==> src/include/l1d_defs.svh <==
`ifndef L1D_DEFS_SVH
`define L1D_DEFS_SVH

// Number of ways in each set of the L1 data cache
`define L1D_WAYS 4

// Number of sets per way
`define L1D_SETS 64

// Size of one cache line in bytes
`define L1D_LINE_BYTES 64

// Width of a physical address
`define L1D_ADDR_WIDTH 32

// Upper half of every physical address in the I/O region.
// Accesses there bypass the cache
`define L1D_IO_PREFIX 16'hffff

`endif

==> src/hw/l1d_geometry_pkg.sv <==
`include "l1d_defs.svh"

package l1d_geometry_pkg;
    localparam int OFFSET_WIDTH = $clog2(`L1D_LINE_BYTES);
    localparam int SET_IDX_WIDTH = $clog2(`L1D_SETS);
    localparam int WAY_IDX_WIDTH = $clog2(`L1D_WAYS);
    localparam int TAG_WIDTH = `L1D_ADDR_WIDTH - SET_IDX_WIDTH - OFFSET_WIDTH;
    localparam int LINE_WORDS = `L1D_LINE_BYTES / 4;

    typedef logic [`L1D_ADDR_WIDTH - 1:0] paddr_t;
    typedef logic [TAG_WIDTH - 1:0] l1d_tag_t;
    typedef logic [SET_IDX_WIDTH - 1:0] l1d_set_idx_t;
    typedef logic [OFFSET_WIDTH - 1:0] line_offset_t;
    typedef logic [WAY_IDX_WIDTH - 1:0] l1d_way_idx_t;
    typedef logic [`L1D_ADDR_WIDTH - OFFSET_WIDTH - 1:0] line_index_t;
    typedef logic [`L1D_LINE_BYTES * 8 - 1:0] line_data_t;
    typedef logic [`L1D_LINE_BYTES - 1:0] byte_mask_t;
    typedef logic [LINE_WORDS - 1:0] word_mask_t;
    typedef logic [31:0] scalar_t;

    // Address is split as tag | set | offset, from the top bit down
    function automatic l1d_tag_t addr_tag(paddr_t addr);
        return addr[`L1D_ADDR_WIDTH - 1 -: TAG_WIDTH];
    endfunction

    function automatic l1d_set_idx_t addr_set(paddr_t addr);
        return addr[OFFSET_WIDTH +: SET_IDX_WIDTH];
    endfunction

    function automatic line_offset_t addr_offset(paddr_t addr);
        return addr[OFFSET_WIDTH - 1:0];
    endfunction

    function automatic line_index_t addr_line(paddr_t addr);
        return addr[`L1D_ADDR_WIDTH - 1:OFFSET_WIDTH];
    endfunction
endpackage

==> src/hw/mem_op_pkg.sv <==
`include "l1d_defs.svh"

package mem_op_pkg;
    // Access size. MEM_BLOCK moves a whole line, one word per lane
    typedef enum logic [1:0]
    {
        MEM_B,
        MEM_S,
        MEM_L,
        MEM_BLOCK
    } mem_op_t;

    // Listed in the order the faults are prioritized
    typedef enum logic [2:0]
    {
        TRAP_NONE,
        TRAP_TLB_MISS,
        TRAP_PAGE_FAULT,
        TRAP_SUPERVISOR,
        TRAP_UNALIGNED,
        TRAP_ILLEGAL_STORE
    } trap_cause_t;

    // True when the line offset does not suit the access size
    function automatic logic op_misaligned(mem_op_t op,
        logic [$clog2(`L1D_LINE_BYTES) - 1:0] offset);
        case (op)
            MEM_S: return offset[0];
            MEM_L: return |offset[1:0];
            MEM_BLOCK: return offset != '0;
            default: return 1'b0;
        endcase
    endfunction
endpackage

==> src/hw/l1d_access_if.sv <==
`include "l1d_defs.svh"

// Classified request as seen by the lookup and store units.
// All enables are already qualified by valid, TLB hit and no fault
interface l1d_access_if
    import l1d_geometry_pkg::*, mem_op_pkg::*;
();
    paddr_t paddr;
    mem_op_t op;
    line_data_t store_value;
    word_mask_t word_mask;
    logic cached_load_en;
    logic cached_store_en;

    // Cached load with a TLB hit, still set when the load faults
    logic lookup_en;

    modport classifier(output paddr, op, store_value, word_mask,
        cached_load_en, cached_store_en, lookup_en);

    modport lookup(input paddr, cached_load_en, cached_store_en, lookup_en);

    modport aligner(input paddr, op, store_value, word_mask, cached_store_en);
endinterface

==> src/hw/access_classifier.sv <==
`include "l1d_defs.svh"

module access_classifier
    import l1d_geometry_pkg::*, mem_op_pkg::*;
(
    input logic clk,
    input logic reset,

    input logic req_valid,
    input mem_op_t req_op,
    input logic req_load,
    input paddr_t req_paddr,
    input line_data_t req_store_value,
    input word_mask_t req_word_mask,
    input logic tlb_hit,
    input logic tlb_present,
    input logic tlb_supervisor,
    input logic tlb_writable,
    input logic supervisor_en,

    l1d_access_if.classifier access,

    output logic io_read_en,
    output logic io_write_en,
    output scalar_t io_addr,
    output scalar_t io_write_value,
    output logic resp_valid,
    output logic resp_trap,
    output trap_cause_t resp_trap_cause
);
    logic addr_in_io_region;
    logic tlb_miss;
    logic page_fault;
    logic supervisor_fault;
    logic alignment_fault;
    logic write_fault;
    logic any_fault;
    logic side_effect_ok;
    trap_cause_t trap_cause;

    assign addr_in_io_region = req_paddr[`L1D_ADDR_WIDTH - 1 -: 16] == `L1D_IO_PREFIX;

    // Permission bits mean nothing without a TLB hit, so the priority
    // chain below checks the miss first
    assign tlb_miss = req_valid && !tlb_hit;
    assign page_fault = req_valid && !tlb_present;
    assign supervisor_fault = req_valid && tlb_supervisor && !supervisor_en;
    assign alignment_fault = req_valid && op_misaligned(req_op, addr_offset(req_paddr));
    assign write_fault = req_valid && !req_load && !tlb_writable;
    assign any_fault = page_fault || supervisor_fault || alignment_fault || write_fault;

    // Nothing leaves this stage for a request that traps
    assign side_effect_ok = req_valid && tlb_hit && !any_fault;

    assign access.paddr = req_paddr;
    assign access.op = req_op;
    assign access.store_value = req_store_value;
    assign access.word_mask = req_word_mask;
    assign access.cached_load_en = side_effect_ok && !addr_in_io_region && req_load;
    assign access.cached_store_en = side_effect_ok && !addr_in_io_region && !req_load;
    assign access.lookup_en = req_valid && tlb_hit && !addr_in_io_region && req_load;

    assign io_read_en = side_effect_ok && addr_in_io_region && req_load;
    assign io_write_en = side_effect_ok && addr_in_io_region && !req_load;
    assign io_addr = {16'd0, req_paddr[15:0]};
    assign io_write_value = req_store_value[31:0];

    always_comb
    begin
        if (tlb_miss)
            trap_cause = TRAP_TLB_MISS;
        else if (page_fault)
            trap_cause = TRAP_PAGE_FAULT;
        else if (supervisor_fault)
            trap_cause = TRAP_SUPERVISOR;
        else if (alignment_fault)
            trap_cause = TRAP_UNALIGNED;
        else if (write_fault)
            trap_cause = TRAP_ILLEGAL_STORE;
        else
            trap_cause = TRAP_NONE;
    end

    always_ff @(posedge clk, posedge reset)
    begin
        if (reset)
        begin
            resp_valid <= 1'b0;
            resp_trap <= 1'b0;
            resp_trap_cause <= TRAP_NONE;
        end
        else
        begin
            resp_valid <= req_valid;
            resp_trap <= tlb_miss || any_fault;
            resp_trap_cause <= trap_cause;
        end
    end
endmodule

==> src/flat_wrapper.sv <==
// flat-port wrapper written by rule: the top's interface ports become plain ports
module access_classifier_flat import l1d_geometry_pkg::*, mem_op_pkg::*;
  (clk, reset, req_valid, req_op, req_load, req_paddr, req_store_value, req_word_mask, tlb_hit, tlb_present, tlb_supervisor, tlb_writable, supervisor_en, io_read_en, io_write_en, io_addr, io_write_value, resp_valid, resp_trap, resp_trap_cause, access_paddr, access_op, access_store_value, access_word_mask, access_cached_load_en, access_cached_store_en, access_lookup_en);
  l1d_access_if access_i ();
  input logic clk;
  input logic reset;
  input logic req_valid;
  input mem_op_t req_op;
  input logic req_load;
  input paddr_t req_paddr;
  input line_data_t req_store_value;
  input word_mask_t req_word_mask;
  input logic tlb_hit;
  input logic tlb_present;
  input logic tlb_supervisor;
  input logic tlb_writable;
  input logic supervisor_en;
  output logic io_read_en;
  output logic io_write_en;
  output scalar_t io_addr;
  output scalar_t io_write_value;
  output logic resp_valid;
  output logic resp_trap;
  output trap_cause_t resp_trap_cause;
  output wire logic [$bits(access_i.paddr)-1:0] access_paddr;
  output wire logic [$bits(access_i.op)-1:0] access_op;
  output wire logic [$bits(access_i.store_value)-1:0] access_store_value;
  output wire logic [$bits(access_i.word_mask)-1:0] access_word_mask;
  output wire logic [$bits(access_i.cached_load_en)-1:0] access_cached_load_en;
  output wire logic [$bits(access_i.cached_store_en)-1:0] access_cached_store_en;
  output wire logic [$bits(access_i.lookup_en)-1:0] access_lookup_en;
  assign access_paddr = access_i.paddr;
  assign access_op = access_i.op;
  assign access_store_value = access_i.store_value;
  assign access_word_mask = access_i.word_mask;
  assign access_cached_load_en = access_i.cached_load_en;
  assign access_cached_store_en = access_i.cached_store_en;
  assign access_lookup_en = access_i.lookup_en;
  access_classifier u_core (.clk(clk), .reset(reset), .req_valid(req_valid), .req_op(req_op), .req_load(req_load), .req_paddr(req_paddr), .req_store_value(req_store_value), .req_word_mask(req_word_mask), .tlb_hit(tlb_hit), .tlb_present(tlb_present), .tlb_supervisor(tlb_supervisor), .tlb_writable(tlb_writable), .supervisor_en(supervisor_en), .access(access_i), .io_read_en(io_read_en), .io_write_en(io_write_en), .io_addr(io_addr), .io_write_value(io_write_value), .resp_valid(resp_valid), .resp_trap(resp_trap), .resp_trap_cause(resp_trap_cause));
endmodule
==> config.mk <==
export PLATFORM = sky130hd
export DESIGN_NAME = access_classifier_flat
export DESIGN_NICKNAME = d
export VERILOG_FILES = /design/src/hw/l1d_geometry_pkg.sv /design/src/hw/mem_op_pkg.sv /design/src/hw/l1d_access_if.sv /design/src/hw/access_classifier.sv /design/src/flat_wrapper.sv
export VERILOG_INCLUDE_DIRS = /design/src /design/src/include
export SDC_FILE = /design/constraint.sdc
export NUM_CORES = 1
export LEC_CHECK = 0
export ABC_AREA = 1
export BUFFER_PORTS_ARGS = -buffer_cell sky130_fd_sc_hd__buf_2
export CELL_PAD_IN_SITES_DETAIL_PLACEMENT = 0
export CELL_PAD_IN_SITES_GLOBAL_PLACEMENT = 1
export CORE_AREA = 2 2 476 478
export DETAILED_ROUTE_END_ITERATION = 10
export DIE_AREA = 0 0 478 480
export MAX_ROUTING_LAYER = met4
export PLACE_DENSITY_LB_ADDON = 0.15
export SLEW_MARGIN = 20
export SYNTH_ARGS = -nofsm -noshare
export SYNTH_HDL_FRONTEND = slang
export SYNTH_SLANG_ARGS = --single-unit
export TNS_END_PERCENT = 30
==> constraint.sdc <==
create_clock -name clk -period 0.8 [get_ports clk]
set_input_delay 0.08 -clock clk [delete_from_list [all_inputs] [get_ports clk]]
set_output_delay 0.08 -clock clk [all_outputs]
set_load 0.01 [all_outputs]
==> impl_results.md, run 1 <==
* Outcome: complete, but fails checks
* Failing checks: negative setup slack
* First-pass GRT wire length at 121000 um
* Mapped Area at 5110 sq um
* Slowest cell on the critical path: nor2_4
* Hold WS at 0.119 ns
* Worst Path Arrival at 1.18 ns
* Initial Util at 2.28%
* Num CTS Buffers at 3
* Crit path largest cell delay at 0.18 ns
* Ports at 1207
* Final std cells w/o fill at 3164
* Buffers and inverters on the worst path at 2
* Critical Path RT at 0.72 ns
* Seq/Total Area, Yosys at 2.45%
* Slack of the critical path at -0.462 ns
* Initial antenna violation count at 0
* Distinct cells, synth at 22
* CTS tree: done
* Top cell type's share of synthesized area at 91.9%
* Share of post-route cells with drive strength above 1 at 73.3%
* TNS Setup at -2.36 ns
* Setup violations, final at 13
* Slew Limit Fails at 0
* Vias in the first global route at 2188
* Dpl hpwl at 113000 um
* Seq cells post-synth at 5
* Die Wd at 478 um
* Number of synthesized flops with an enable pin at 0
* Post-Syn Area per Cell at 7.57 sq um
* DR DRC count at 0
* Post-Route WL at 116000 um
* WL per Instance at 36.6 um
* Finished Core Util at 2.23%
* Asr flop ratio synth at 100%
* Initial DRT Pass Iterations at 4
* Area grow syn2layout at -2.37%
* Via/cell ratio at 0.672
* All-Layer GR Usage at 9.86%
* Placer Congestion at 0.716
* Maximum vdd drop at 0.000397 V
* Die Y at 480 um
* Row count at 174
* Starting DRT DRC Count at 80
* Critical path class: in -> out
* Die ar. at 229000 sq um
* CTS H-tree depth at 1
* Commonest non-fill, non-tap cell in the layout: buf_2
* Placed Instances at 3159
* PwrDens at 368 nW/um^2
* TritonCTS Sinks at 5
* Area leader, netlist: buf_4
* Pre-CTS worst setup slack at -0.619 ns
* Final period utilization at 158%
* Largest net degree at the start of global routing at 6
* Clk buf depth at 2
* Startpoint types: input port
* YS warnings at 0
* Fillers at 26791
* Lkg Pwr at 0.745 nW
* Hold Vio Cnt, Final at 0
* Hold Crit Class: in -> reg
* Critical path peak fanout at 3
* Most frequent cells in the layout: buf_2 (68), buf_4 (27), conb_1 (16), nor2_1 (6)
* Root Driver: clkbuf_16
* Worst setup EP type: output port
* Vias at 2126
* Core area at 224000 sq um
* I/O Buffers at 72
* Most common flop cell mapped by yosys: dfrtp_1
* Antenna cells at 0
* Final min period at 1.26 ns
* Top post-synthesis cells by area: buf_4 (92%), dfrtp_1 (2.4%), nor2_4 (0.66%), nand4_1 (0.61%), nor2_1 (0.59%)
* Routed Antenna Nets at 0
* Critical path, cell by cell: buf_8 > nor2_4 > nand2_2 > nand2_2 > nand2_4 > nand2_4 > nand4_4 > nor3_2 > buf_2
* Total grt overflow at 0
* Top delay family on crit path: simple AND/OR/NAND/NOR gates
* Syn Inst Count at 676
* Max Freq at 793 MHz
* Reg clk slew, reported paths at 0.03 ns
* RSZ-0062 raised after global routing: true
* MaxCap Viol Count at 0
* Nets@finish at 744
==> worst paths after layout <==
| path | from | endpoint | slack (ns) | cells after the start |
|---|---|---|---|---|
| setup / recovery | req_paddr[3] | io_write_en | -0.46 | 9 |
| hold / removal | req_valid | u_core.resp_valid | 0.12 | 2 |
| max in group asynchronous | reset | u_core.resp_trap_cause[2] | 0.24 | 3 |
| min in group asynchronous | reset | u_core.resp_valid | 0.35 | 3 |
==> cell families after synthesis <==
group | count (synthesis) | synth area share (%)
buf+inv | 632 | 92.3
simple gates | 35 | 4.75
flops | 5 | 2.45
compound gates | 3 | 0.416
other cells | 1 | 0.0733
==> repair_timing <==
action,in CTS,in global routing
hold buffers,1,0
endpoints found under the hold margin,5,0
setup buffers,0,1
gates cloned,0,0
pin swaps,3,5
setup endpoints to repair,14,14
gates resized for setup,14,4
==> area by class of cell <==
class	instances	area, sq um	share of cell area, %
Clock buffer	4	78.8	1.58
Inverter	6	22.5	0.451
Timing Repair Buffer	103	666	13.3
Multi-Input combinational cell	54	358	7.17
Sequential cell	5	125	2.51
Tap cell	2992	3740	75.0
==> through the flow <==
step / instance area (sq um) / total power (W)
3_5_place_dp: 4840 / 0.00101
2_1_floorplan: 5170 / 0.00363
6_report: 4990 / 0.00184
4_1_cts: 4980 / 0.00189
3_3_place_gp: 4840 / 0.00102
5_1_grt: 4990 / 0.00194
==> synth_stat cells (2+ instances only) <==
library cell and count:
buf_4 626, nand2_2 3, nor2_1 8, nor3_2 2, nand4_1 5, dfrtp_1 5, nand2_1 7, nor2_4 3
inv_1 4
==> metal layers <==
| layer | GRT usage (%) | share of wire (%) | wire length (um) | vias to the layer above |
|---|---|---|---|---|
| met3 | 21.6 | 48 | 55500 | 229 |
| met2 | 14.7 | 43 | 50100 | 963 |
| li1 | - | - | - | 394 |
| met1 | 1.30 | 4.7 | 5490 | 540 |
| met4 | 3.33 | 4.1 | 4800 | 0 |
| met5 | - | 0 | 0 | - |
==> report_power, final <==
group | leakage (nW) | switching, W | total (W) | internal, W
Clock | 0.0382 | 0.000167 | 0.000828 | 0.000661
Combinational | 0.646 | 0.000408 | 0.000721 | 0.000313
Sequential | 0.0607 | 0.0000140 | 0.000288 | 0.000274
Total | 0.745 | 0.000589 | 0.00184 | 0.00125
==> state kept, by name, summed over array words and instances, names as in the netlist <==
register / flops
u_core.resp_trap_cause: 3
u_core.resp_trap: 1
u_core.resp_valid: 1
No activity file was read; power rests on OpenSTA's default activity.
==> run 2: changes to the inputs <==
Settings changed: CTS_BUF_LIST set to sky130_fd_sc_hd__clkbuf_8, SETUP_SLACK_MARGIN set to 0.15.
==> impl_results.md, run 2 (synthesis gave the netlist of run 1 again) <==
* Hold Vio Cnt, Final at 0
* I/O Buffers at 72
* Area grow syn2layout at -2.64%
* Area post-placement at 4750 sq um
* Slew Limit Fails at 0
* Failing checks: negative setup slack
* All-Layer GR Usage at 9.88%
* Sw Pwr at 0.000521 W
* Fin area at 4980 sq um
* Die Y at 480 um
* Hold EP: u_core.resp_valid
* CTS tree: done
* Critical path class: in -> out
* Worst Setup SP: req_valid
* WL per Instance at 36.7 um
* MaxCap Viol Count at 0
* Num CTS Buffers at 3
* RSZ-0062 raised after global routing: true
* Most frequent cells in the layout: buf_2 (60), buf_4 (24), conb_1 (16), buf_6 (10)
* Critical Path RT at 0.72 ns
* Starting DRT DRC Count at 83
* Hold path start: req_valid
* Worst setup EP type: output port
* Share of post-route cells with drive strength above 1 at 75.3%
* Max reg flops at 3
* Biggest regs: u_core.resp_trap_cause (3), u_core.resp_trap (1), u_core.resp_valid (1)
* Vias in the first global route at 2080
* TritonCTS Sinks at 5
* Register name with the most flops: u_core.resp_trap_cause
* Total grt overflow at 0
* Max Freq at 781 MHz
* Hold WS at 0.0532 ns
* Via/cell ratio at 0.661
* Slack of the critical path at -0.481 ns
* Sequential share of power at 19.7%
* Lkg Pwr at 0.729 nW
* Combinational power share at 47.7%
* CTS H-tree depth at 1
* WHS Path Cells at 1
* Root Driver: clkbuf_8
* Critical path peak fanout at 4
* Placer Congestion at 0.702
* Ports at 1207
* Dpl hpwl at 114000 um
* Vias at 2086
* Final min period at 1.28 ns
* First-pass GRT wire length at 121000 um
* Routed Antenna Nets at 0
* Clk buf depth at 2
* Reg clk slew, reported paths at 0.04 ns
* Hold Crit Class: in -> reg
* Post-Route WL at 116000 um
* Finished Core Util at 2.22%
* Commonest non-fill, non-tap cell in the layout: buf_2
* PwrDens at 286 nW/um^2
* Initial DRT Pass Iterations at 4
* Initial Util at 2.28%
* Startpoint types: input port
* Die Wd at 478 um
* Clock power share at 32.6%
* Sw frac at 36.6%
* Nets@finish at 738
* Initial antenna violation count at 2
* P_int at 0.000904 W
* DR DRC count at 0
* Setup violations, final at 8
* Core area at 224000 sq um
* Row count at 174
* Maximum vdd drop at 0.000230 V
* Pre-CTS worst setup slack at -0.908 ns
* Outcome: complete, but fails checks
* Worst Path Arrival at 1.20 ns
* Die ar. at 229000 sq um
* Final period utilization at 160%
* Largest net degree at the start of global routing at 6
* Antenna cells at 0
==> run 2: per-stage QoR <==
stage,TNS [ns],total power (W),cells
global placement,-4.29,0.000924,3149
CTS,-2.68,0.00145,3155
global route,-2.95,0.00153,3158
floorplan,0,0.00364,691
detailed placement,-3.83,0.000909,3149
finish,-2.03,0.00142,3158
==> run 2: worst max-delay path, stage by stage <==
cell and delay, ns:
buf_4 0.15, inv_4 0.10, nor2_4 0.06, nor2_8 0.12
buf_4 0.14, nor3b_4 0.34, buf_2 0.20
==> run 2: cell type report <==
type	instances	area (sq um)
clock buffers	3	41.3
clock inverters	1	3.75
fillers	26800	219000
inverters	6	33.8
multi-input cells	54	394
flip-flops and latches	5	125
well taps	2992	3740
repair buffers	97	638
==> run 2: what timing repair did <==
action / CTS / global route
setup buffers: 1 / 3
resized for setup: 23 / 13
endpoints found under the setup margin: 14 / 14
pin swaps: 14 / 4
hold buffers: 1 / 0
endpoints found under the hold margin: 5 / 0
==> run 2: worst max path at each step <==
stage | end | slack [ns] | cells past startpoint
final | access_cached_load_en | -0.48 | 7
after global routing | access_cached_load_en | -0.61 | 7
after CTS | access_cached_load_en | -0.59 | 7
after detailed placement | access_cached_load_en | -0.91 | 7
after global placement | access_cached_load_en | -0.91 | 7
after floorplan | io_read_en | 0.04 | 7
==> run 2: metal layers <==
layer,GRT usage (%),vias to the layer above,share of wire (%)
met5,-,-,0
met2,14.9,961,44
met4,3.01,0,3.7
met3,21.9,238,49
met1,1.09,504,3.9
li1,-,383,-
==> run 2: power by group through the flow <==
stage               combinational [W]  clock (W)  sequential, W
floorplan                     0.00335          0       0.000293
global placement             0.000640          0       0.000285
detailed placement           0.000626          0       0.000283
CTS                          0.000680   0.000488       0.000280
global route                 0.000739   0.000508       0.000282
finish                       0.000680   0.000465       0.000280
