File: src/include/l1d_defs.svh
`ifndef L1D_DEFS_SVH
`define L1D_DEFS_SVH

// Number of ways in each set of the L1 data cache
`define L1D_WAYS 4

// Number of sets per way
`define L1D_SETS 64

// Size of one cache line in bytes
`define L1D_LINE_BYTES 64

// Width of a physical address
`define L1D_ADDR_WIDTH 32

// Upper half of every physical address in the I/O region.
// Accesses there bypass the cache
`define L1D_IO_PREFIX 16'hffff

`endif

File: src/hw/l1d_geometry_pkg.sv
`include "l1d_defs.svh"

package l1d_geometry_pkg;
    localparam int OFFSET_WIDTH = $clog2(`L1D_LINE_BYTES);
    localparam int SET_IDX_WIDTH = $clog2(`L1D_SETS);
    localparam int WAY_IDX_WIDTH = $clog2(`L1D_WAYS);
    localparam int TAG_WIDTH = `L1D_ADDR_WIDTH - SET_IDX_WIDTH - OFFSET_WIDTH;
    localparam int LINE_WORDS = `L1D_LINE_BYTES / 4;

    typedef logic [`L1D_ADDR_WIDTH - 1:0] paddr_t;
    typedef logic [TAG_WIDTH - 1:0] l1d_tag_t;
    typedef logic [SET_IDX_WIDTH - 1:0] l1d_set_idx_t;
    typedef logic [OFFSET_WIDTH - 1:0] line_offset_t;
    typedef logic [WAY_IDX_WIDTH - 1:0] l1d_way_idx_t;
    typedef logic [`L1D_ADDR_WIDTH - OFFSET_WIDTH - 1:0] line_index_t;
    typedef logic [`L1D_LINE_BYTES * 8 - 1:0] line_data_t;
    typedef logic [`L1D_LINE_BYTES - 1:0] byte_mask_t;
    typedef logic [LINE_WORDS - 1:0] word_mask_t;
    typedef logic [31:0] scalar_t;

    // Address is split as tag | set | offset, from the top bit down
    function automatic l1d_tag_t addr_tag(paddr_t addr);
        return addr[`L1D_ADDR_WIDTH - 1 -: TAG_WIDTH];
    endfunction

    function automatic l1d_set_idx_t addr_set(paddr_t addr);
        return addr[OFFSET_WIDTH +: SET_IDX_WIDTH];
    endfunction

    function automatic line_offset_t addr_offset(paddr_t addr);
        return addr[OFFSET_WIDTH - 1:0];
    endfunction

    function automatic line_index_t addr_line(paddr_t addr);
        return addr[`L1D_ADDR_WIDTH - 1:OFFSET_WIDTH];
    endfunction
endpackage

File: src/hw/mem_op_pkg.sv
`include "l1d_defs.svh"

package mem_op_pkg;
    // Access size. MEM_BLOCK moves a whole line, one word per lane
    typedef enum logic [1:0]
    {
        MEM_B,
        MEM_S,
        MEM_L,
        MEM_BLOCK
    } mem_op_t;

    // Listed in the order the faults are prioritized
    typedef enum logic [2:0]
    {
        TRAP_NONE,
        TRAP_TLB_MISS,
        TRAP_PAGE_FAULT,
        TRAP_SUPERVISOR,
        TRAP_UNALIGNED,
        TRAP_ILLEGAL_STORE
    } trap_cause_t;

    // True when the line offset does not suit the access size
    function automatic logic op_misaligned(mem_op_t op,
        logic [$clog2(`L1D_LINE_BYTES) - 1:0] offset);
        case (op)
            MEM_S: return offset[0];
            MEM_L: return |offset[1:0];
            MEM_BLOCK: return offset != '0;
            default: return 1'b0;
        endcase
    endfunction
endpackage

File: src/hw/l1d_access_if.sv
`include "l1d_defs.svh"

// Classified request as seen by the lookup and store units.
// All enables are already qualified by valid, TLB hit and no fault
interface l1d_access_if
    import l1d_geometry_pkg::*, mem_op_pkg::*;
();
    paddr_t paddr;
    mem_op_t op;
    line_data_t store_value;
    word_mask_t word_mask;
    logic cached_load_en;
    logic cached_store_en;

    // Cached load with a TLB hit, still set when the load faults
    logic lookup_en;

    modport classifier(output paddr, op, store_value, word_mask,
        cached_load_en, cached_store_en, lookup_en);

    modport lookup(input paddr, cached_load_en, cached_store_en, lookup_en);

    modport aligner(input paddr, op, store_value, word_mask, cached_store_en);
endinterface

File: src/hw/store_aligner.sv
`include "l1d_defs.svh"

module store_aligner
    import l1d_geometry_pkg::*, mem_op_pkg::*;
(
    l1d_access_if.aligner access,

    output logic store_en,
    output line_index_t store_line_addr,
    output byte_mask_t store_mask,
    output line_data_t store_data
);
    line_offset_t offset;
    scalar_t scalar_value;
    word_mask_t lane_mask;
    logic [3:0] byte_sel;

    // Most significant byte goes to the lowest line offset
    function automatic scalar_t swap_bytes(scalar_t value);
        return {value[7:0], value[15:8], value[23:16], value[31:24]};
    endfunction

    assign offset = addr_offset(access.paddr);
    assign scalar_value = access.store_value[31:0];

    assign store_en = access.cached_store_en;
    assign store_line_addr = addr_line(access.paddr);

    // lane_mask picks words, byte_sel picks bytes inside each picked word
    always_comb
    begin
        lane_mask = '0;
        lane_mask[offset[OFFSET_WIDTH - 1:2]] = 1'b1;
        byte_sel = 4'b1111;
        case (access.op)
            MEM_B:
            begin
                byte_sel = 4'b0001 << offset[1:0];
                store_data = {`L1D_LINE_BYTES{scalar_value[7:0]}};
            end
            MEM_S:
            begin
                byte_sel = offset[1] ? 4'b1100 : 4'b0011;
                store_data = {LINE_WORDS * 2{scalar_value[7:0], scalar_value[15:8]}};
            end
            MEM_L:
                store_data = {LINE_WORDS{swap_bytes(scalar_value)}};
            default:
            begin
                // Block store, one value word per lane
                lane_mask = access.word_mask;
                for (int lane = 0; lane < LINE_WORDS; lane++)
                    store_data[lane * 32 +: 32] = swap_bytes(access.store_value[lane * 32 +: 32]);
            end
        endcase
    end

    always_comb
    begin
        for (int i = 0; i < `L1D_LINE_BYTES; i++)
            store_mask[i] = lane_mask[i / 4] & byte_sel[i % 4];
    end
endmodule

File: src/flat_wrapper.sv
// flat-port wrapper written by rule: the top's interface ports become plain ports
module store_aligner_flat import l1d_geometry_pkg::*, mem_op_pkg::*;
  (store_en, store_line_addr, store_mask, store_data, access_paddr, access_op, access_store_value, access_word_mask, access_cached_store_en);
  l1d_access_if access_i ();
  output logic store_en;
  output line_index_t store_line_addr;
  output byte_mask_t store_mask;
  output line_data_t store_data;
  input wire logic [$bits(access_i.paddr)-1:0] access_paddr;
  input wire logic [$bits(access_i.op)-1:0] access_op;
  input wire logic [$bits(access_i.store_value)-1:0] access_store_value;
  input wire logic [$bits(access_i.word_mask)-1:0] access_word_mask;
  input wire logic [$bits(access_i.cached_store_en)-1:0] access_cached_store_en;
  assign access_i.paddr = access_paddr;
  assign access_i.op = access_op;
  assign access_i.store_value = access_store_value;
  assign access_i.word_mask = access_word_mask;
  assign access_i.cached_store_en = access_cached_store_en;
  store_aligner u_core (.access(access_i), .store_en(store_en), .store_line_addr(store_line_addr), .store_mask(store_mask), .store_data(store_data));
endmodule
File: config.mk
export PLATFORM = sky130hd
export DESIGN_NAME = store_aligner_flat
export DESIGN_NICKNAME = d
export VERILOG_FILES = /design/src/hw/l1d_geometry_pkg.sv /design/src/hw/mem_op_pkg.sv /design/src/hw/l1d_access_if.sv /design/src/hw/store_aligner.sv /design/src/flat_wrapper.sv
export VERILOG_INCLUDE_DIRS = /design/src /design/src/include
export SDC_FILE = /design/constraint.sdc
export NUM_CORES = 1
export LEC_CHECK = 0
export BUFFER_PORTS_ARGS = -buffer_cell sky130_fd_sc_hd__buf_4
export CORE_AREA = 2 2 459 461
export DETAILED_ROUTE_END_ITERATION = 8
export DIE_AREA = 0 0 461 463
export REMOVE_ABC_BUFFERS = 1
export SYNTH_ARGS = -nofsm -noshare
export SYNTH_HDL_FRONTEND = slang
export SYNTH_SLANG_ARGS = --single-unit
export TNS_END_PERCENT = 5
File: constraint.sdc
create_clock -name vclk -period 3.4
set_clock_uncertainty 0.05 [all_clocks]
set_input_delay 0.51 -clock vclk [all_inputs]
set_output_delay 0.51 -clock vclk [all_outputs]
set_load 0.05 [all_outputs]
==> flow_metrics.env, run 1 <==
export IMPL_run_status="completed"
export IMPL_final_cell_mix="buf_4 (1,180), a21o_1 (436), nor2_1 (70)"
export IMPL_synth_area_top_cells="a21o_1 (55%), buf_4 (6.9%), o21a_1 (5.6%)"
export IMPL_ys_types=39
export IMPL_final_area_um2=18400
export IMPL_wire_per_inst_um=44.56
export IMPL_wirelength_um=210000
export IMPL_ant_nets=0
export IMPL_hold_path_class="in -> out"
export IMPL_power_density_nw_per_um2=331.9
export IMPL_grt_max_degree=55
export IMPL_grt_pass1_vias=12640
export IMPL_core_area_um2=208500
export IMPL_fp_dieH_um=463
export IMPL_design_seq_count=0
export IMPL_criticalPathCategory="in -> out"
export IMPL_route_vias_total=12550
export IMPL_cts_repair_resized=0
export IMPL_dieArea_um2=213400
export IMPL_slew_headroom_pct=54.63
export IMPL_vdd_ir_drop_max_mv=0.08813
export IMPL_cts_hold_buf=0
export IMPL_yosysSeqAreaShare_pct=0
export IMPL_syn_area_um2=5993
export IMPL_drtIter0Drc=678
export IMPL_ys_warn_count=0
export IMPL_crit_path_start="access_op[0]"
export IMPL_rsz0062_at_grt="false"
export IMPL_die_w_um=461
export IMPL_dpl_hpwl_um=201100
export IMPL_critPathRequiredTime_ns=2.84
export IMPL_post_cts_buffers=0
export IMPL_avgSynthCellArea_um2=7.464
export IMPL_min_period_over_period_pct=85.20
export IMPL_min_period_ns=2.897
export IMPL_grt_first_pass_wirelength_um=240200
export IMPL_seqCellArea_um2=0
export IMPL_final_common_cell="buf_4"
export IMPL_final_util_pct=8.825
export IMPL_fmax_ghz=0.3452
export IMPL_place_area_um2=18340
export IMPL_dr_pass1_iters=4
export IMPL_setup_viol=0
export IMPL_leakagePower_nw=10.12
export IMPL_synth_top_area_share_pct=54.61
export IMPL_io_pins=1166
export IMPL_endpoint_kind="output pin"
export IMPL_hold_viol_final=0
export IMPL_rows=168
export IMPL_synth_top_cell_by_area="a21o_1"
export IMPL_synthCells=803
export IMPL_overflow=0
export IMPL_worstPathArrival_ns=2.34
export IMPL_area_growth_pct=207.1
export IMPL_slew_violations=0
export IMPL_numPortBuffers=1112
export IMPL_antenna_found_initial=233
export IMPL_initial_utilization_pct=2.874
export IMPL_grt_use_total_pct=18.80
export IMPL_drc=0
export IMPL_clock_buffers=0
export IMPL_worst_slew_pin_slew_ns=0.6806
export IMPL_endpoint="store_data[165]"
export IMPL_gp_congestion=0.8808
export IMPL_drv_cap=0
export IMPL_drive_gt1_share_pct=68.28
export IMPL_critPathMaxFanout=15
export IMPL_vias_per_cell=2.663
export IMPL_nets=2447
export IMPL_worst_setup_path_start_kind="primary input"
## Yosys cell counts (2+ instances only)
master,number
a22o_2,9
o2bb2ai_4,10
buf_2,59
buf_4,55
a21o_1,436
a41oi_1,4
a31oi_1,4
mux2i_4,5
a211oi_2,2
a21oi_4,2
clkbuf_1,20
buf_6,8
and2_1,9
o21a_1,45
o22a_2,2
a21oi_1,5
nor2b_1,4
a32oi_1,2
and3_1,8
a21oi_2,2
mux2_2,20
nor2_1,70
a22oi_1,5
nand2b_1,2
## how the worst min path moves through the flow
stage | from | endpoint | slack (ns) | cells after the start
after detailed placement | access_paddr[6] | store_line_addr[0] | 0.97 | 0
after global placement | access_paddr[6] | store_line_addr[0] | 0.97 | 0
after CTS | access_paddr[6] | store_line_addr[0] | 0.97 | 0
after floorplan | access_store_value[0] | store_data[24] | 0.97 | 0
after global routing | access_paddr[6] | store_line_addr[0] | 0.97 | 0
final | access_cached_store_en | store_en | 0.97 | 0
## power breakdown
group               total [W]  switching, W    internal [W]
sequential                  0             0               0
combinational         0.00611       0.00439         0.00172
clock          0.000000000990             0  0.000000000990
total                 0.00611       0.00439         0.00172
## area by class of cell
cell class         instances  area [um^2]
diodes                    26        65.06
fillers                24570       190100
multi-input cells        656         5081
well taps               2805         3510
inverters                  2        7.507
repair buffers          1224         9739
## through the flow
| step | instances | total power [W] | hold slack (ns) | setup TNS [ns] | worst slack [ns] |
|---|---|---|---|---|---|
| after detailed placement | 4687 | 0.006199 | 0.9705 | 0 | 0.4182 |
| final | 4713 | 0.006107 | 0.9705 | 0 | 0.5033 |
| after global routing | 4693 | 0.006452 | 0.9703 | 0 | 0.3879 |
| after floorplan | 658 | 0.002934 | 0.9700 | -2711.32 | -7.105 |
| after CTS | 4687 | 0.006219 | 0.9705 | 0 | 0.4122 |
| after global placement | 4687 | 0.006188 | 0.9705 | 0 | 0.4538 |
## per-layer routing
metal  vias up  global-route usage (%)  share of wire, %
li1       5090                       -                 -
met1      5725                   17.73                33
met2      1246                   29.68                43
met3       428                   19.15                23
met4        64                   1.505               1.9
met5         -                       0              0.20
## kinds of logic (layout without fill, tap and decap cells)
| family | count (synthesis) | count (layout) | share of synthesized area [%] |
|---|---|---|---|
| buffers and inverters | 147 | 1226 | 15.34 |
| other | 0 | 26 | 0 |
| muxes | 27 | 27 | 6.054 |
| AOI/OAI and AO/OA | 531 | 531 | 71.00 |
| and+or+nand+nor | 98 | 98 | 7.599 |
## worst max-delay path, cell delays in order
cell and delay, ns:
buf_4 0.45, mux2_2 0.45, a22o_2 0.39, a21o_1 0.23, buf_4 0.22
No activity file was read; power rests on OpenSTA's default activity.
==> run 2, diff against run 1 <==
Settings changed: CORE_AREA 2 2 459 461 to 2 2 448 450, DIE_AREA 0 0 461 463 to 0 0 450 452.
Clock period 3.4 ns to 3.22 ns, I/O delays scaled along.
==> run 2 against run 1 <==
  * Cell count down 3.1%
  * Via count up 3.8%
  * Hold slack lost 0.054 ns
  * Setup slack lost 0.19 ns
  * Die area shrank 4.7%
  * Wire length is 5.5% lower
  * Non-clock buffer count down 5
  * Critical path type unchanged
  * Critical endpoint is now store_data[278]
  * Largest power group unchanged
  * Highest routed layer unchanged
==> flow_metrics.env, run 2 (synthesis gave the netlist of run 1 again) <==
export IMPL_run_status="completed"
export IMPL_die_w_um=450
export IMPL_whs_ns=0.9165
export IMPL_vdd_ir_drop_max_mv=0.1071
export IMPL_area_growth_pct=204.7
export IMPL_hold_viol_final=0
export IMPL_endpoint_kind="output pin"
export IMPL_slew_headroom_pct=51.92
export IMPL_post_cts_buffers=0
export IMPL_wirelength_um=198500
export IMPL_io_pins=1166
export IMPL_overflow=0
export IMPL_power_density_nw_per_um2=342.0
export IMPL_drive_gt1_share_pct=68.19
export IMPL_numPortBuffers=1112
export IMPL_dpl_hpwl_um=188200
export IMPL_critPathRequiredTime_ns=2.69
export IMPL_grt_max_degree=51
export IMPL_leakagePower_nw=10.12
export IMPL_grt_use_total_pct=18.51
export IMPL_core_area_um2=198600
export IMPL_cts_repair_resized=0
export IMPL_design_seq_count=0
export IMPL_fillers=23350
export IMPL_wire_per_inst_um=43.47
export IMPL_antenna_found_initial=224
export IMPL_cts_hold_buf=0
export IMPL_nets=2442
export IMPL_worst_setup_path_start_kind="primary input"
export IMPL_drc=0
export IMPL_final_cell_mix="buf_4 (1,170), a21o_1 (436), nor2_1 (70)"
export IMPL_endpoint="store_data[278]"
export IMPL_worstPathArrival_ns=2.38
export IMPL_worst_slew_pin_slew_ns=0.7212
export IMPL_clock_buffers=0
export IMPL_setup_viol=0
export IMPL_drv_cap=0
export IMPL_fp_dieH_um=452
export IMPL_vias_per_cell=2.854
export IMPL_fmax_ghz=0.3437
export IMPL_grt_first_pass_wirelength_um=224900
export IMPL_drtIter0Drc=920
export IMPL_dr_pass1_iters=7
export IMPL_dieArea_um2=203400
export IMPL_ant_nets=0
export IMPL_critPathMaxFanout=19
export IMPL_initial_utilization_pct=3.017
export IMPL_min_period_over_period_pct=90.35
export IMPL_hold_path_class="in -> out"
export IMPL_rsz0062_at_grt="false"
export IMPL_crit_path_start="access_op[1]"
export IMPL_min_period_ns=2.909
export IMPL_criticalPathCategory="in -> out"
export IMPL_final_common_cell="buf_4"
export IMPL_seqCellArea_um2=0
export IMPL_grt_pass1_vias=11860
export IMPL_setup_tns_ns=0
export IMPL_slew_violations=0
export IMPL_rows=164
export IMPL_gp_congestion=1.064
export IMPL_route_vias_total=13040
[run 2: cell count changes in the layout (fill, tap and decap cells not counted), sizes merged]
| cell | delta |
|---|---|
| buf | -5 |
| diode | +8 |
[run 2: final cells by class]
class | count | area, um^2 | share of cell area [%]
Timing Repair Buffer | 1219 | 9764 | 53.47
Multi-Input combinational cell | 656 | 5081 | 27.82
Tap cell | 2656 | 3323 | 18.20
Antenna cell | 34 | 85.08 | 0.4659
Inverter | 2 | 7.507 | 0.04111
[run 2: critical path: stages]
cell     delay [ns]
buf_4          0.16
buf_4          0.18
nand2_4        0.07
buf_12         0.21
buf_12         0.25
buf_4          0.41
o21a_1         0.31
buf_4          0.25
[run 2: report_power, final]
group | total (W) | leakage, nW | internal [W] | switching [W]
clock | 0.00000000140 | 0.000214 | 0.00000000140 | 0
sequential | 0 | 0 | 0 | 0
combinational | 0.00625 | 10.1 | 0.00183 | 0.00441
total | 0.00625 | 10.1 | 0.00183 | 0.00441
[run 2: worst min path at each step]
stage                           startpoint                 end  cells after the start
floorplan            access_store_value[0]      store_data[24]                      0
global placement           access_paddr[6]  store_line_addr[0]                      0
detailed placement         access_paddr[6]  store_line_addr[0]                      0
CTS                        access_paddr[6]  store_line_addr[0]                      0
global route               access_paddr[6]  store_line_addr[0]                      0
finish              access_cached_store_en            store_en                      0
[run 2: layer usage]
layer  track usage (%)  up-vias  share of wire (%)
met3             12.08      432                 15
met2             31.69     1182                 48
met5            0.3032        -               0.35
met1             19.09     6238                 35
met4             2.931       86                2.2
li1                  -     5097                  -
[run 2: per-stage QoR]
step                instance area (um^2)  utilization, %  std cells  total power, W  setup WS [ns]
floorplan                           5081               -        658        0.003098         -7.231
global placement                   18180           9.151       4533        0.006271         0.2711
detailed placement                 18180           9.151       4533        0.006288         0.2419
CTS                                18180           9.151       4533        0.006308         0.2390
global route                       18220           9.172       4550        0.006446         0.2501
finish                             18260           9.194       4567        0.006245         0.3106
==> run 3, diff against run 2 <==
Settings changed: MAX_ROUTING_LAYER from default to met4.
==> run 3 against run 2 <==
  * Largest cell class unchanged
  * Highest routed layer is now met4
  * Design area grew 0.59%
  * Combinational power is essentially flat
  * Cell count rose by 0.94%
  * Maximum frequency is 0.12% higher
  * Sequential share of layout area is the same
  * Setup slack better by 0.0036 ns
  * Via count hardly changed
  * Total power grew 0.24%
  * First-iteration DRC count up 27%
  * Global-route usage grew 0.58 points
  * Critical path type unchanged
  * Wire length hardly changed
  * Core utilization up 0.054 points
==> flow_metrics.env, run 3 (synthesis gave the netlist of run 1 again) <==
export IMPL_cts_hold_buf=0
export IMPL_critical_path_buf_inv_count=6
export IMPL_overflow=0
export IMPL_final_common_cell="buf_4"
export IMPL_endpoint_kind="output pin"
export IMPL_min_period_ns=2.906
export IMPL_grt_pass1_vias=11990
export IMPL_combPwrFrac_pct=100.0
export IMPL_fmax_ghz=0.3441
export IMPL_p_int_w=0.001832
export IMPL_setup_tns_ns=0
export IMPL_grt_first_pass_wirelength_um=225400
export IMPL_dpl_hpwl_um=188300
export IMPL_clockPowerShare_pct=0
export IMPL_leakagePower_nw=10.12
export IMPL_final_util_pct=9.248
export IMPL_drv_cap=0
export IMPL_setup_viol=0
export IMPL_drc=0
export IMPL_rsz0062_at_grt="false"
export IMPL_post_cts_buffers=0
export IMPL_run_status="completed"
export IMPL_wirelength_um=198600
export IMPL_gp_congestion=1.089
export IMPL_criticalPathCategory="in -> out"
export IMPL_p_seq_share_pct=0
export IMPL_fp_dieH_um=452
export IMPL_slew_headroom_pct=46.00
export IMPL_hold_depth=0
export IMPL_vias_per_cell=2.825
export IMPL_antenna_found_initial=220
export IMPL_cp_top_family="buffers and inverters"
export IMPL_grt_max_degree=51
export IMPL_sw_frac_of_total_pct=70.74
export IMPL_clock_buffers=0
export IMPL_fillers=23310
export IMPL_route_vias_total=13030
export IMPL_slowest_delay_ns=0.39
export IMPL_dp_cells=4533
export IMPL_area_growth_pct=206.5
export IMPL_stdcell_count=4610
export IMPL_drive_gt1_share_pct=68.19
export IMPL_power_net_switching_w=0.004428
export IMPL_ant_nets=0
export IMPL_hold_viol_final=0
export IMPL_min_period_over_period_pct=90.24
export IMPL_drtIter0Drc=1170
export IMPL_cpMostUsedCell="buf_4"
export IMPL_worstPathArrival_ns=2.37
export IMPL_cts_repair_resized=0
export IMPL_initial_utilization_pct=3.017
export IMPL_numPortBuffers=1112
export IMPL_io_pins=1166
export IMPL_vdd_ir_drop_max_mv=0.1198
export IMPL_final_cell_mix="buf_4 (1,170), a21o_1 (436), nor2_1 (70)"
export IMPL_crit_chain="buf_4 -> buf_4 -> nand2_4 -> buf_12 -> buf_12 -> buf_4 -> o21a_1 -> buf_4"
export IMPL_slew_violations=0
export IMPL_seqCellArea_um2=0
export IMPL_core_area_um2=198600
export IMPL_dieArea_um2=203400
export IMPL_wire_per_inst_um=43.09
export IMPL_die_w_um=450
export IMPL_grt_use_total_pct=19.08
export IMPL_critPathSlowestCell="buf_4"
export IMPL_worst_slew_pin_slew_ns=0.8080
export IMPL_crit_path_start="access_op[1]"
export IMPL_design_seq_count=0
export IMPL_nets=2442
export IMPL_endpoint="store_data[278]"
export IMPL_worst_setup_path_start_kind="primary input"
export IMPL_cp_depth=8
export IMPL_critPathRequiredTime_ns=2.69
export IMPL_critPathMaxFanout=19
export IMPL_power_density_nw_per_um2=340.8
export IMPL_rows=164
export IMPL_hold_path_class="in -> out"
export IMPL_dr_pass1_iters=9
## run 3: cell types whose count changed in the layout (fill, tap and decap cells not counted), sizes merged
cell / delta
diode: +43
## run 3: power groups by stage
stage / Sequential, W / Clock [W] / Combinational, W
detailed placement: 0 / 0 / 0.00629
global route: 0 / 0.00000000290 / 0.00645
CTS: 0 / 0 / 0.00631
floorplan: 0 / 0 / 0.00310
global placement: 0 / 0 / 0.00627
finish: 0 / 0.00000000306 / 0.00626
## run 3: final cells by class
type / instances / area (um^2) / area share, %
inverter: 2 / 7.507 / 0.04087
antenna: 77 / 192.7 / 1.049
multi-input combinational: 656 / 5081 / 27.66
timing repair buffer: 1219 / 9764 / 53.16
tap: 2656 / 3323 / 18.09
## run 3: metrics by stage
step                      cell area (um^2)  worst slack (ns)  hold WS [ns]  power [W]
after floorplan                       5081            -7.231        0.9160   0.003098
final                                18370            0.3142        0.9165   0.006260
after detailed placement             18180            0.2705        0.9165   0.006290
after CTS                            18180            0.2649        0.9165   0.006311
after global routing                 18350            0.2805        0.9163   0.006451
after global placement               18180            0.2684        0.9165   0.006270
## run 3: layer usage
layer / GRT usage [%] / share of wire [%] / up-vias
met1: 19.20 / 35 / 6240
met5: - / 0 / -
li1: - / - / 5175
met4: 3.010 / 2.1 / 0
met2: 31.66 / 48 / 1242
met3: 12.06 / 15 / 368
## run 3: how the worst min path moves through the flow
stage	startpoint	end
floorplan	access_store_value[0]	store_data[24]
global placement	access_paddr[6]	store_line_addr[0]
detailed placement	access_paddr[6]	store_line_addr[0]
CTS	access_paddr[6]	store_line_addr[0]
global route	access_paddr[6]	store_line_addr[0]
finish	access_cached_store_en	store_en
